[src/common/cpu_pkg.sv]
`default_nettype none

package cpu_pkg;

  // ==========================================================
  // basic word and register types
  // ==========================================================

  // data and address word
  typedef logic [31:0] word_t;

  // register number, r15 is the pc
  typedef logic [3:0] reg_idx_t;

  // cpsr condition flags
  typedef struct packed {
    logic n;
    logic z;
    logic c;
    logic v;
  } flags_t;

  // ==========================================================
  // instruction field encodings
  // ==========================================================

  // data-processing opcodes, arm encoding order
  typedef enum logic [3:0] {
    AND, EOR, SUB, RSB, ADD, ADC, SBC, RSC,
    TST, TEQ, CMP, CMN, ORR, MOV, BIC, MVN
  } alu_op_t;

  // condition field, bits 31:28
  typedef enum logic [3:0] {
    EQ, NE, CS, CC, MI, PL, VS, VC,
    HI, LS, GE, LT, GT, LE, AL, NV
  } cond_t;

  // shift type, bits 6:5
  typedef enum logic [1:0] {
    LSL, LSR, ASR, ROR
  } shift_t;

  // ==========================================================
  // control encodings
  // ==========================================================

  // one cycle per state
  typedef enum logic [2:0] {
    FETCH, DECODE, EXECUTE, MEM, LOAD_WB, HALT
  } cpu_state_t;

  // alu operand b source
  typedef enum logic [1:0] {
    SHIFTER, BRANCH_OFFSET, LOAD_OFFSET
  } b_src_t;

  // register writeback source
  typedef enum logic [2:0] {
    NONE, ALU_TO_RD, READ_DATA_TO_RD, ALU_TO_PC, ALU_TO_PC_LINK
  } wb_src_t;

  // memory address source
  typedef enum logic {
    PC, ALU_LATCH
  } addr_src_t;

endpackage

`default_nettype wire

[src/cpu/alu.sv]
`timescale 1ns/1ps
`default_nettype none

module alu (
  input  cpu_pkg::alu_op_t alu_op,
  input  cpu_pkg::word_t   op_a,
  input  cpu_pkg::word_t   op_b,
  input  logic             carry_in,
  input  logic             shift_carry,
  output cpu_pkg::word_t   result,
  output cpu_pkg::flags_t  flags_out
);
  import cpu_pkg::*;

  // shared adder inputs
  word_t       add_x;
  word_t       add_y;
  logic        add_cin;
  logic        arith;
  logic [32:0] sum;
  logic        overflow;

  // ==========================================================
  // adder operand selection
  // ==========================================================

  // subtract as x + ~y + 1, reverse ops swap x and y
  always_comb begin
    add_x   = op_a;
    add_y   = op_b;
    add_cin = 1'b0;
    arith   = 1'b1;
    unique case (alu_op)
      ADD, CMN: add_cin = 1'b0;
      ADC:      add_cin = carry_in;
      SUB, CMP: begin
        add_y   = ~op_b;
        add_cin = 1'b1;
      end
      SBC: begin
        add_y   = ~op_b;
        add_cin = carry_in;
      end
      RSB: begin
        add_x   = op_b;
        add_y   = ~op_a;
        add_cin = 1'b1;
      end
      RSC: begin
        add_x   = op_b;
        add_y   = ~op_a;
        add_cin = carry_in;
      end
      default: arith = 1'b0;
    endcase
  end

  assign sum = {1'b0, add_x} + {1'b0, add_y} + {32'd0, add_cin};
  // same input signs, different result sign
  assign overflow = (add_x[31] == add_y[31]) && (sum[31] != add_x[31]);

  // ==========================================================
  // result and flags
  // ==========================================================
  always_comb begin
    unique case (alu_op)
      AND, TST: result = op_a & op_b;
      EOR, TEQ: result = op_a ^ op_b;
      ORR:      result = op_a | op_b;
      MOV:      result = op_b;
      BIC:      result = op_a & ~op_b;
      MVN:      result = ~op_b;
      default:  result = sum[31:0];
    endcase
  end

  // carry here means no borrow on subtract
  assign flags_out.n = result[31];
  assign flags_out.z = (result == 32'd0);
  assign flags_out.c = arith ? sum[32] : shift_carry;
  assign flags_out.v = arith && overflow;

endmodule

`default_nettype wire

[src/cpu/barrel_shifter.sv]
`timescale 1ns/1ps
`default_nettype none

module barrel_shifter (
  input  logic            use_imm,
  input  logic [7:0]      imm8,
  input  logic [3:0]      imm_rotate,
  input  cpu_pkg::word_t  rm_data,
  input  cpu_pkg::shift_t shift_type,
  input  logic [4:0]      shift_imm,
  input  logic            carry_in,
  output cpu_pkg::word_t  operand2,
  output logic            shift_carry
);
  import cpu_pkg::*;

  logic [4:0]  rot_amt;
  logic [63:0] imm_rot;
  // one extra bit catches the carry out
  logic [32:0] lsl_ext;
  logic [32:0] lsr_ext;
  logic [32:0] asr_ext;
  logic [63:0] ror_ext;

  // immediate rotates right by twice the field
  assign rot_amt = {imm_rotate, 1'b0};
  assign imm_rot = {24'd0, imm8, 24'd0, imm8} >> rot_amt;

  assign lsl_ext = {1'b0, rm_data} << shift_imm;
  assign lsr_ext = {rm_data, 1'b0} >> shift_imm;
  assign asr_ext = $signed({rm_data, 1'b0}) >>> shift_imm;
  assign ror_ext = {rm_data, rm_data} >> shift_imm;

  always_comb begin
    if (use_imm) begin
      operand2    = imm_rot[31:0];
      shift_carry = (rot_amt == 5'd0) ? carry_in : imm_rot[31];
    end else begin
      unique case (shift_type)
        LSL: begin
          // lsl #0 passes rm and carry through
          operand2    = lsl_ext[31:0];
          shift_carry = (shift_imm == 5'd0) ? carry_in : lsl_ext[32];
        end
        LSR: begin
          // lsr #0 encodes lsr #32
          operand2    = (shift_imm == 5'd0) ? 32'd0 : lsr_ext[32:1];
          shift_carry = (shift_imm == 5'd0) ? rm_data[31] : lsr_ext[0];
        end
        ASR: begin
          // asr #0 encodes asr #32, sign fill
          operand2    = (shift_imm == 5'd0) ? {32{rm_data[31]}} : asr_ext[32:1];
          shift_carry = (shift_imm == 5'd0) ? rm_data[31] : asr_ext[0];
        end
        default: begin
          // ror #0 is rrx, old carry into bit 31
          operand2    = (shift_imm == 5'd0) ? {carry_in, rm_data[31:1]} : ror_ext[31:0];
          shift_carry = (shift_imm == 5'd0) ? rm_data[0] : ror_ext[31];
        end
      endcase
    end
  end

endmodule

`default_nettype wire

[src/cpu/cpu.sv]
`timescale 1ns/1ps
`default_nettype none

module cpu (
  input  logic          clk,
  input  logic          reset,
  output cpu_pkg::word_t addr,
  output logic          read_en,
  output logic          write_en,
  output cpu_pkg::word_t wdata,
  input  cpu_pkg::word_t rdata,
  output logic          halted
);
  import cpu_pkg::*;

  // decoded fields from control
  reg_idx_t  rn_idx;
  reg_idx_t  rm_idx;
  reg_idx_t  rd_idx;
  alu_op_t   alu_op;
  logic      set_flags;
  b_src_t    b_src;
  shift_t    shift_type;
  logic [4:0] shift_imm;
  logic [3:0] imm_rotate;
  logic [7:0] imm8;
  logic      use_imm;
  word_t     branch_offset;
  word_t     load_offset;
  wb_src_t   wb_src;
  addr_src_t addr_src;
  logic      pc_incr;
  logic      latch_addr;

  // datapath
  word_t  rn_data;
  word_t  rm_data;
  word_t  rd_data;
  word_t  pc;
  flags_t flags;
  word_t  operand2;
  logic   shift_carry;
  word_t  op_b;
  word_t  alu_result;
  flags_t alu_flags;
  flags_t flags_in;
  logic   logic_op;
  word_t  addr_latch;

  cpu_control u_control (
    .clk          (clk),
    .reset        (reset),
    .rdata        (rdata),
    .flags        (flags),
    .rn_idx       (rn_idx),
    .rm_idx       (rm_idx),
    .rd_idx       (rd_idx),
    .alu_op       (alu_op),
    .set_flags    (set_flags),
    .b_src        (b_src),
    .shift_type   (shift_type),
    .shift_imm    (shift_imm),
    .imm_rotate   (imm_rotate),
    .imm8         (imm8),
    .use_imm      (use_imm),
    .branch_offset(branch_offset),
    .load_offset  (load_offset),
    .offset_sub   (),
    .wb_src       (wb_src),
    .addr_src     (addr_src),
    .pc_incr      (pc_incr),
    .latch_addr   (latch_addr),
    .read_en      (read_en),
    .write_en     (write_en),
    .halted       (halted)
  );

  reg_file u_reg_file (
    .clk       (clk),
    .reset     (reset),
    .rn_idx    (rn_idx),
    .rm_idx    (rm_idx),
    .rd_idx    (rd_idx),
    .rn_data   (rn_data),
    .rm_data   (rm_data),
    .rd_data   (rd_data),
    .wb_src    (wb_src),
    .alu_result(alu_result),
    .rdata     (rdata),
    .pc_incr   (pc_incr),
    .set_flags (set_flags),
    .flags_in  (flags_in),
    .flags     (flags),
    .pc        (pc)
  );

  barrel_shifter u_shifter (
    .use_imm    (use_imm),
    .imm8       (imm8),
    .imm_rotate (imm_rotate),
    .rm_data    (rm_data),
    .shift_type (shift_type),
    .shift_imm  (shift_imm),
    .carry_in   (flags.c),
    .operand2   (operand2),
    .shift_carry(shift_carry)
  );

  alu u_alu (
    .alu_op     (alu_op),
    .op_a       (rn_data),
    .op_b       (op_b),
    .carry_in   (flags.c),
    .shift_carry(shift_carry),
    .result     (alu_result),
    .flags_out  (alu_flags)
  );

  // ==========================================================
  // operand b mux
  // ==========================================================
  always_comb begin
    unique case (b_src)
      BRANCH_OFFSET: op_b = branch_offset;
      LOAD_OFFSET:   op_b = load_offset;
      default:       op_b = operand2;
    endcase
  end

  // logic ops leave v as it was
  assign logic_op = alu_op inside {AND, EOR, TST, TEQ, ORR, MOV, BIC, MVN};

  always_comb begin
    flags_in = alu_flags;
    if (logic_op) begin
      flags_in.v = flags.v;
    end
  end

  // ==========================================================
  // memory address and write data
  // ==========================================================

  // ldr/str address computed in execute, used in mem
  always_ff @(posedge clk) begin
    if (latch_addr) begin
      addr_latch <= alu_result;
    end
  end

  assign addr  = (addr_src == ALU_LATCH) ? addr_latch : pc;
  // str data comes from rd
  assign wdata = rd_data;

endmodule

`default_nettype wire

[src/cpu/cpu_control.sv]
`timescale 1ns/1ps
`default_nettype none

module cpu_control (
  input  logic               clk,
  input  logic               reset,
  input  cpu_pkg::word_t     rdata,
  input  cpu_pkg::flags_t    flags,
  output cpu_pkg::reg_idx_t  rn_idx,
  output cpu_pkg::reg_idx_t  rm_idx,
  output cpu_pkg::reg_idx_t  rd_idx,
  output cpu_pkg::alu_op_t   alu_op,
  output logic               set_flags,
  output cpu_pkg::b_src_t    b_src,
  output cpu_pkg::shift_t    shift_type,
  output logic [4:0]         shift_imm,
  output logic [3:0]         imm_rotate,
  output logic [7:0]         imm8,
  output logic               use_imm,
  output cpu_pkg::word_t     branch_offset,
  output cpu_pkg::word_t     load_offset,
  output logic               offset_sub,
  output cpu_pkg::wb_src_t   wb_src,
  output cpu_pkg::addr_src_t addr_src,
  output logic               pc_incr,
  output logic               latch_addr,
  output logic               read_en,
  output logic               write_en,
  output logic               halted
);
  import cpu_pkg::*;

  word_t      ir;
  cpu_state_t state;
  cpu_state_t next_state;

  // instruction class and fields
  logic    is_dp;
  logic    is_mem;
  logic    is_branch;
  logic    is_load;
  logic    test_op;
  logic    cond_ok;
  logic    swi_taken;
  alu_op_t dp_op;

  // ==========================================================
  // decode
  // ==========================================================

  // 00x data processing, 010 ldr/str imm, 101 branch
  assign is_dp     = (ir[27:26] == 2'b00);
  assign is_mem    = (ir[27:25] == 3'b010);
  assign is_branch = (ir[27:25] == 3'b101);
  assign is_load   = ir[20];
  assign dp_op     = alu_op_t'(ir[24:21]);
  // compare ops only touch flags
  assign test_op   = dp_op inside {TST, TEQ, CMP, CMN};

  // arm condition table
  function automatic logic cond_pass(input cond_t cond, input flags_t f);
    logic pass;
    unique case (cond)
      EQ:      pass = f.z;
      NE:      pass = !f.z;
      CS:      pass = f.c;
      CC:      pass = !f.c;
      MI:      pass = f.n;
      PL:      pass = !f.n;
      VS:      pass = f.v;
      VC:      pass = !f.v;
      HI:      pass = f.c && !f.z;
      LS:      pass = !f.c || f.z;
      GE:      pass = (f.n == f.v);
      LT:      pass = (f.n != f.v);
      GT:      pass = !f.z && (f.n == f.v);
      LE:      pass = f.z || (f.n != f.v);
      AL:      pass = 1'b1;
      default: pass = 1'b0;
    endcase
    return pass;
  endfunction

  assign cond_ok = cond_pass(cond_t'(ir[31:28]), flags);

  // swi halts only when its own condition passes
  assign swi_taken = (rdata[27:24] == 4'b1111) && cond_pass(cond_t'(rdata[31:28]), flags);

  // branches read r15 as base at pc+8
  assign rn_idx = is_branch ? 4'd15 : ir[19:16];
  assign rm_idx = ir[3:0];
  assign rd_idx = ir[15:12];

  // operand 2 fields straight from ir
  assign use_imm    = ir[25];
  assign imm8       = ir[7:0];
  assign imm_rotate = ir[11:8];
  assign shift_imm  = ir[11:7];
  assign shift_type = shift_t'(ir[6:5]);

  // offsets
  assign branch_offset = {{6{ir[23]}}, ir[23:0], 2'b00};
  assign load_offset   = {20'd0, ir[11:0]};
  // u bit clear means subtract
  assign offset_sub    = is_mem && !ir[23];

  always_comb begin
    if (is_mem) begin
      alu_op = offset_sub ? SUB : ADD;
    end else if (is_branch) begin
      alu_op = ADD;
    end else begin
      alu_op = dp_op;
    end
  end

  assign b_src = is_branch ? BRANCH_OFFSET : (is_mem ? LOAD_OFFSET : SHIFTER);

  // ==========================================================
  // state-dependent strobes
  // ==========================================================
  assign read_en    = (state == FETCH) || (state == MEM && is_load);
  assign write_en   = (state == MEM) && !is_load;
  assign pc_incr    = (state == DECODE);
  assign addr_src   = (state == MEM) ? ALU_LATCH : PC;
  assign latch_addr = (state == EXECUTE) && is_mem && cond_ok;
  assign halted     = (state == HALT);
  assign set_flags  = (state == EXECUTE) && is_dp && cond_ok && (ir[20] || test_op);

  always_comb begin
    wb_src = NONE;
    if (state == EXECUTE && cond_ok) begin
      if (is_dp && !test_op) begin
        wb_src = ALU_TO_RD;
      end else if (is_branch) begin
        // bit 24 is the link bit
        wb_src = ir[24] ? ALU_TO_PC_LINK : ALU_TO_PC;
      end
    end else if (state == LOAD_WB) begin
      wb_src = READ_DATA_TO_RD;
    end
  end

  // ==========================================================
  // state machine
  // ==========================================================
  always_comb begin
    unique case (state)
      FETCH:   next_state = DECODE;
      // swi seen on the fetched word itself
      DECODE:  next_state = swi_taken ? HALT : EXECUTE;
      EXECUTE: next_state = (is_mem && cond_ok) ? MEM : FETCH;
      MEM:     next_state = is_load ? LOAD_WB : FETCH;
      LOAD_WB: next_state = FETCH;
      default: next_state = HALT;
    endcase
  end

  always_ff @(posedge clk) begin
    if (reset) begin
      state <= FETCH;
      ir    <= '0;
    end else begin
      state <= next_state;
      if (state == DECODE) begin
        ir <= rdata;
      end
    end
  end

endmodule

`default_nettype wire

[src/cpu/reg_file.sv]
`timescale 1ns/1ps
`default_nettype none

module reg_file (
  input  logic              clk,
  input  logic              reset,
  input  cpu_pkg::reg_idx_t rn_idx,
  input  cpu_pkg::reg_idx_t rm_idx,
  input  cpu_pkg::reg_idx_t rd_idx,
  output cpu_pkg::word_t    rn_data,
  output cpu_pkg::word_t    rm_data,
  output cpu_pkg::word_t    rd_data,
  input  cpu_pkg::wb_src_t  wb_src,
  input  cpu_pkg::word_t    alu_result,
  input  cpu_pkg::word_t    rdata,
  input  logic              pc_incr,
  input  logic              set_flags,
  input  cpu_pkg::flags_t   flags_in,
  output cpu_pkg::flags_t   flags,
  output cpu_pkg::word_t    pc
);
  import cpu_pkg::*;

  word_t regs [16];

  assign pc = regs[15];

  // pc already +4 after decode, reads of r15 see +8
  assign rn_data = regs[rn_idx] + ((rn_idx == 4'd15) ? 32'd4 : 32'd0);
  assign rm_data = regs[rm_idx] + ((rm_idx == 4'd15) ? 32'd4 : 32'd0);
  assign rd_data = regs[rd_idx] + ((rd_idx == 4'd15) ? 32'd4 : 32'd0);

  always_ff @(posedge clk) begin
    if (reset) begin
      regs  <= '{default: '0};
      flags <= '0;
    end else begin
      if (pc_incr) begin
        regs[15] <= regs[15] + 32'd4;
      end
      // rd of 15 here is a jump
      unique case (wb_src)
        ALU_TO_RD:       regs[rd_idx] <= alu_result;
        READ_DATA_TO_RD: regs[rd_idx] <= rdata;
        ALU_TO_PC:       regs[15] <= alu_result;
        ALU_TO_PC_LINK: begin
          regs[15] <= alu_result;
          // stored pc is the bl address + 4
          regs[14] <= regs[15];
        end
        default: ;
      endcase
      if (set_flags) begin
        flags <= flags_in;
      end
    end
  end

endmodule

`default_nettype wire

[config.mk]
export PLATFORM = sky130hd
export DESIGN_NAME = cpu
export DESIGN_NICKNAME = d
export VERILOG_FILES = /design/src/common/cpu_pkg.sv /design/src/cpu/alu.sv /design/src/cpu/barrel_shifter.sv /design/src/cpu/cpu.sv /design/src/cpu/cpu_control.sv /design/src/cpu/reg_file.sv
export SDC_FILE = /design/constraint.sdc
export NUM_CORES = 2
export LEC_CHECK = 0
export ABC_AREA = 0
export BUFFER_PORTS_ARGS = -buffer_cell sky130_fd_sc_hd__buf_2
export CORE_MARGIN = 8
export CORE_UTILIZATION = 30
export DETAILED_ROUTE_END_ITERATION = 7
export PLACE_DENSITY = 0.5
export SLEW_MARGIN = 20
export SYNTH_ARGS = -nofsm -noshare
export SYNTH_HDL_FRONTEND = slang
export SYNTH_SLANG_ARGS = --single-unit
[constraint.sdc]
create_clock -name clk -period 32.7 [get_ports clk]
set_input_delay 3.27 -clock clk [delete_from_list [all_inputs] [get_ports clk]]
set_output_delay 3.27 -clock clk [all_outputs]
set_load 0.02 [all_outputs]
==> flow_summary.ini <==
[critical_path]
required_ps = 33270
reg2reg_slack_ps = 19360
cp.arrival_ps = 13910
end_kind = flop
slowest_delay_ps = 820
start_kind = flop
critPathKind = flop to flop
worstPathMaxFanout = 51
slowest_stage = nor2_1

[synthesis]
ys_ff_latch = 583
yosys_warnings = 0
async_flop_share = 0
synthCells = 5961
yosysUniqueCellTypes = 131
synth_seq_area_share = 0.239
synth_top_cell_by_area = dfxtp_1
synth_edf_count = 32
ys_top_cells_by_area = dfxtp_1 (22%), mux4_2 (15%), a211oi_1 (6.8%), nor2_1 (5.6%), nand2_1 (4.6%)
synth_top_area_share = 0.219
syn_area_per_cell_um2 = 8.43
syn_area_um2 = 50300
synth_commonest_cells = nor2_1 (755), nand2_1 (621), dfxtp_1 (551)
yosysMostFrequentCell = nor2_1
synth-main-ff-cell = dfxtp_1
syn_nets = 6067

[clock_tree]
post_cts_resized = 0
h-tree-depth = 3
path_clk_slew_ps = 60
numCtsBuffers = 74
cts_tree = yes
clockRootBuffer = clkbuf_16
clock_sinks = 583
post_cts_buffers = 0
clk_latency_ps = 700
cts_hold_buffers = 0
clk_path_buf_depth = 3

[routing]
drc = 0
vias_per_cell = 6.67
wl_um = 275000
drtIter0Drc = 8314
vias = 53534
avgRoutedWirePerCell_um = 34.3
ant_nets = 0
dr.pass1.iters = 6

[floorplan]
die_x_um = 425
die_h_um = 425
start_util = 0.301
dieArea_um2 = 181000
rows = 150
io_pins = 101
core_um2 = 167000

[final_layout]
layout.nets = 5865
area_delta_synth_final_pct = 10.8
drive_gt1_frac = 0.184
num-fill-cells = 17226

[timing]
clock_skew_ps = 33.9
tns_ps = 0
worst_pin_slew_ps = 1320
fin_crit_ps = 13340
rsz0062_at_grt = no
setup_violations = 0
holdWs_ps = 471
period_share = 0.408
max_freq_mhz = 75.0
max_slew_margin = 0.112
finalHoldViolCount = 0
report.final.slew_viol_count = 0

[grt]
use_met2 = 0.428
use_met1 = 0.368
antenna_found_initial = 20
first_global_vias = 48889
grt_pass1_wl_um = 385000
grt_remaining_overflow = 0
busiest_layer = met2
grt_max_degree = 229
met3_usage = 0.0778
grt_usage = 0.289

[placed_design]
numPortBuffers = 100
dp_hpwl_um = 195000
routabilityCongestion = 1.08

[status]
status = complete, no violations

[run]
max_cap_violations = 0

[power_and_ir_drop]
powerDensity_nw_per_um2 = 44.2
total_leakage_power_uw = 0.0186
ir_drop_mv = 0.0393

[worst_hold_path]
min_path_type = flop to flop
-- final timing paths --
check | cells after the start | end | start
worst max-delay path | 36 | u_reg_file.regs[94]$_SDFFE_PP0P_ | u_control.ir[2]$_SDFFE_PP0N_
worst min register to register | 2 | u_control.ir[28]$_SDFFE_PP0N_ | u_control.ir[28]$_SDFFE_PP0N_
worst max register to register | 36 | u_reg_file.regs[94]$_SDFFE_PP0P_ | u_control.ir[2]$_SDFFE_PP0N_
worst min-delay path | 2 | u_control.ir[28]$_SDFFE_PP0N_ | u_control.ir[28]$_SDFFE_PP0N_
-- flip-flops by register name (all words and copies together), names as in the netlist --
name	count
u_reg_file.regs	480
addr_latch	32
u_control.ir	32
u_reg_file.pc	32
u_reg_file.flags	4
u_control.state	3
-- critical path, delay by kind of cell, from the launching register on --
kind                     cells  cell delay [ps]
flip-flops                   1              710
XOR/XNOR                     2              360
buffers and inverters        2             1470
AO/OA/AOI/OAI               19             6760
AND/OR/NAND/NOR             10             2950
adder cells (fa/ha/maj)      3              830
-- final cells by class --
cell class / instances / area (um^2) / area share
multi-input cells: 4691 / 35700 / 0.641
flip-flops and latches: 583 / 12000 / 0.216
well taps: 2204 / 2760 / 0.0495
repair buffers: 337 / 2300 / 0.0414
clock buffers: 103 / 2140 / 0.0385
clock inverters: 30 / 430 / 0.00773
inverters: 72 / 270 / 0.00485
diodes: 11 / 27.5 / 0.000494
-- through the flow --
stage | utilization | std cells | power (uW) | worst slack (ps) | area [um^2]
5_1_grt | 0.334 | 8020 | 2520 | 18720 | 55700
4_1_cts | 0.333 | 8018 | 2440 | 19950 | 55600
3_3_place_gp | 0.318 | 7884 | 1550 | 20010 | 53000
2_1_floorplan | - | 5961 | 1230 | 22360 | 50300
6_report | 0.334 | 8031 | 2460 | 19360 | 55700
3_5_place_dp | 0.318 | 7885 | 1550 | 20010 | 53100
-- where the power goes --
group          switching (uW)  internal, uW  leakage [uW]
clock network             367           518       0.00125
registers                23.7           725       0.00474
logic                     589           238        0.0126
-- layer usage --
| metal | share of wire | up-vias |
|---|---|---|
| met5 | 0.00037 | - |
| met4 | 0.083 | 14 |
| met3 | 0.11 | 902 |
| li1 | - | 22505 |
| met1 | 0.39 | 26351 |
| met2 | 0.42 | 3762 |
-- cell usage in the layout, fill, tap and decap left out, types with 100 or more instances in the layout --
master,n
a211oi_1,450
a21oi_1,339
buf_2,100
buf_4,234
dfxtp_1,535
mux2i_1,190
mux4_2,342
nand2_1,620
nand3_1,126
nor2_1,736
nor3_1,100
o21ai_0,276
-- kinds of logic (layout without fill, tap and decap cells) --
| logic type | count (synthesis) | after routing | share of synthesized area |
|---|---|---|---|
| AO/OA/AOI/OAI | 1879 | 1879 | 0.264 |
| XOR/XNOR | 137 | 137 | 0.0242 |
| adder cells (fa/ha/maj) | 72 | 72 | 0.0182 |
| buffers and inverters | 687 | 542 | 0.0574 |
| flip-flops | 583 | 583 | 0.239 |
| multiplexers | 659 | 659 | 0.226 |
| other | 0 | 11 | 0 |
| AND/OR/NAND/NOR | 1944 | 1944 | 0.172 |
No activity file was read; power rests on OpenSTA's default activity.
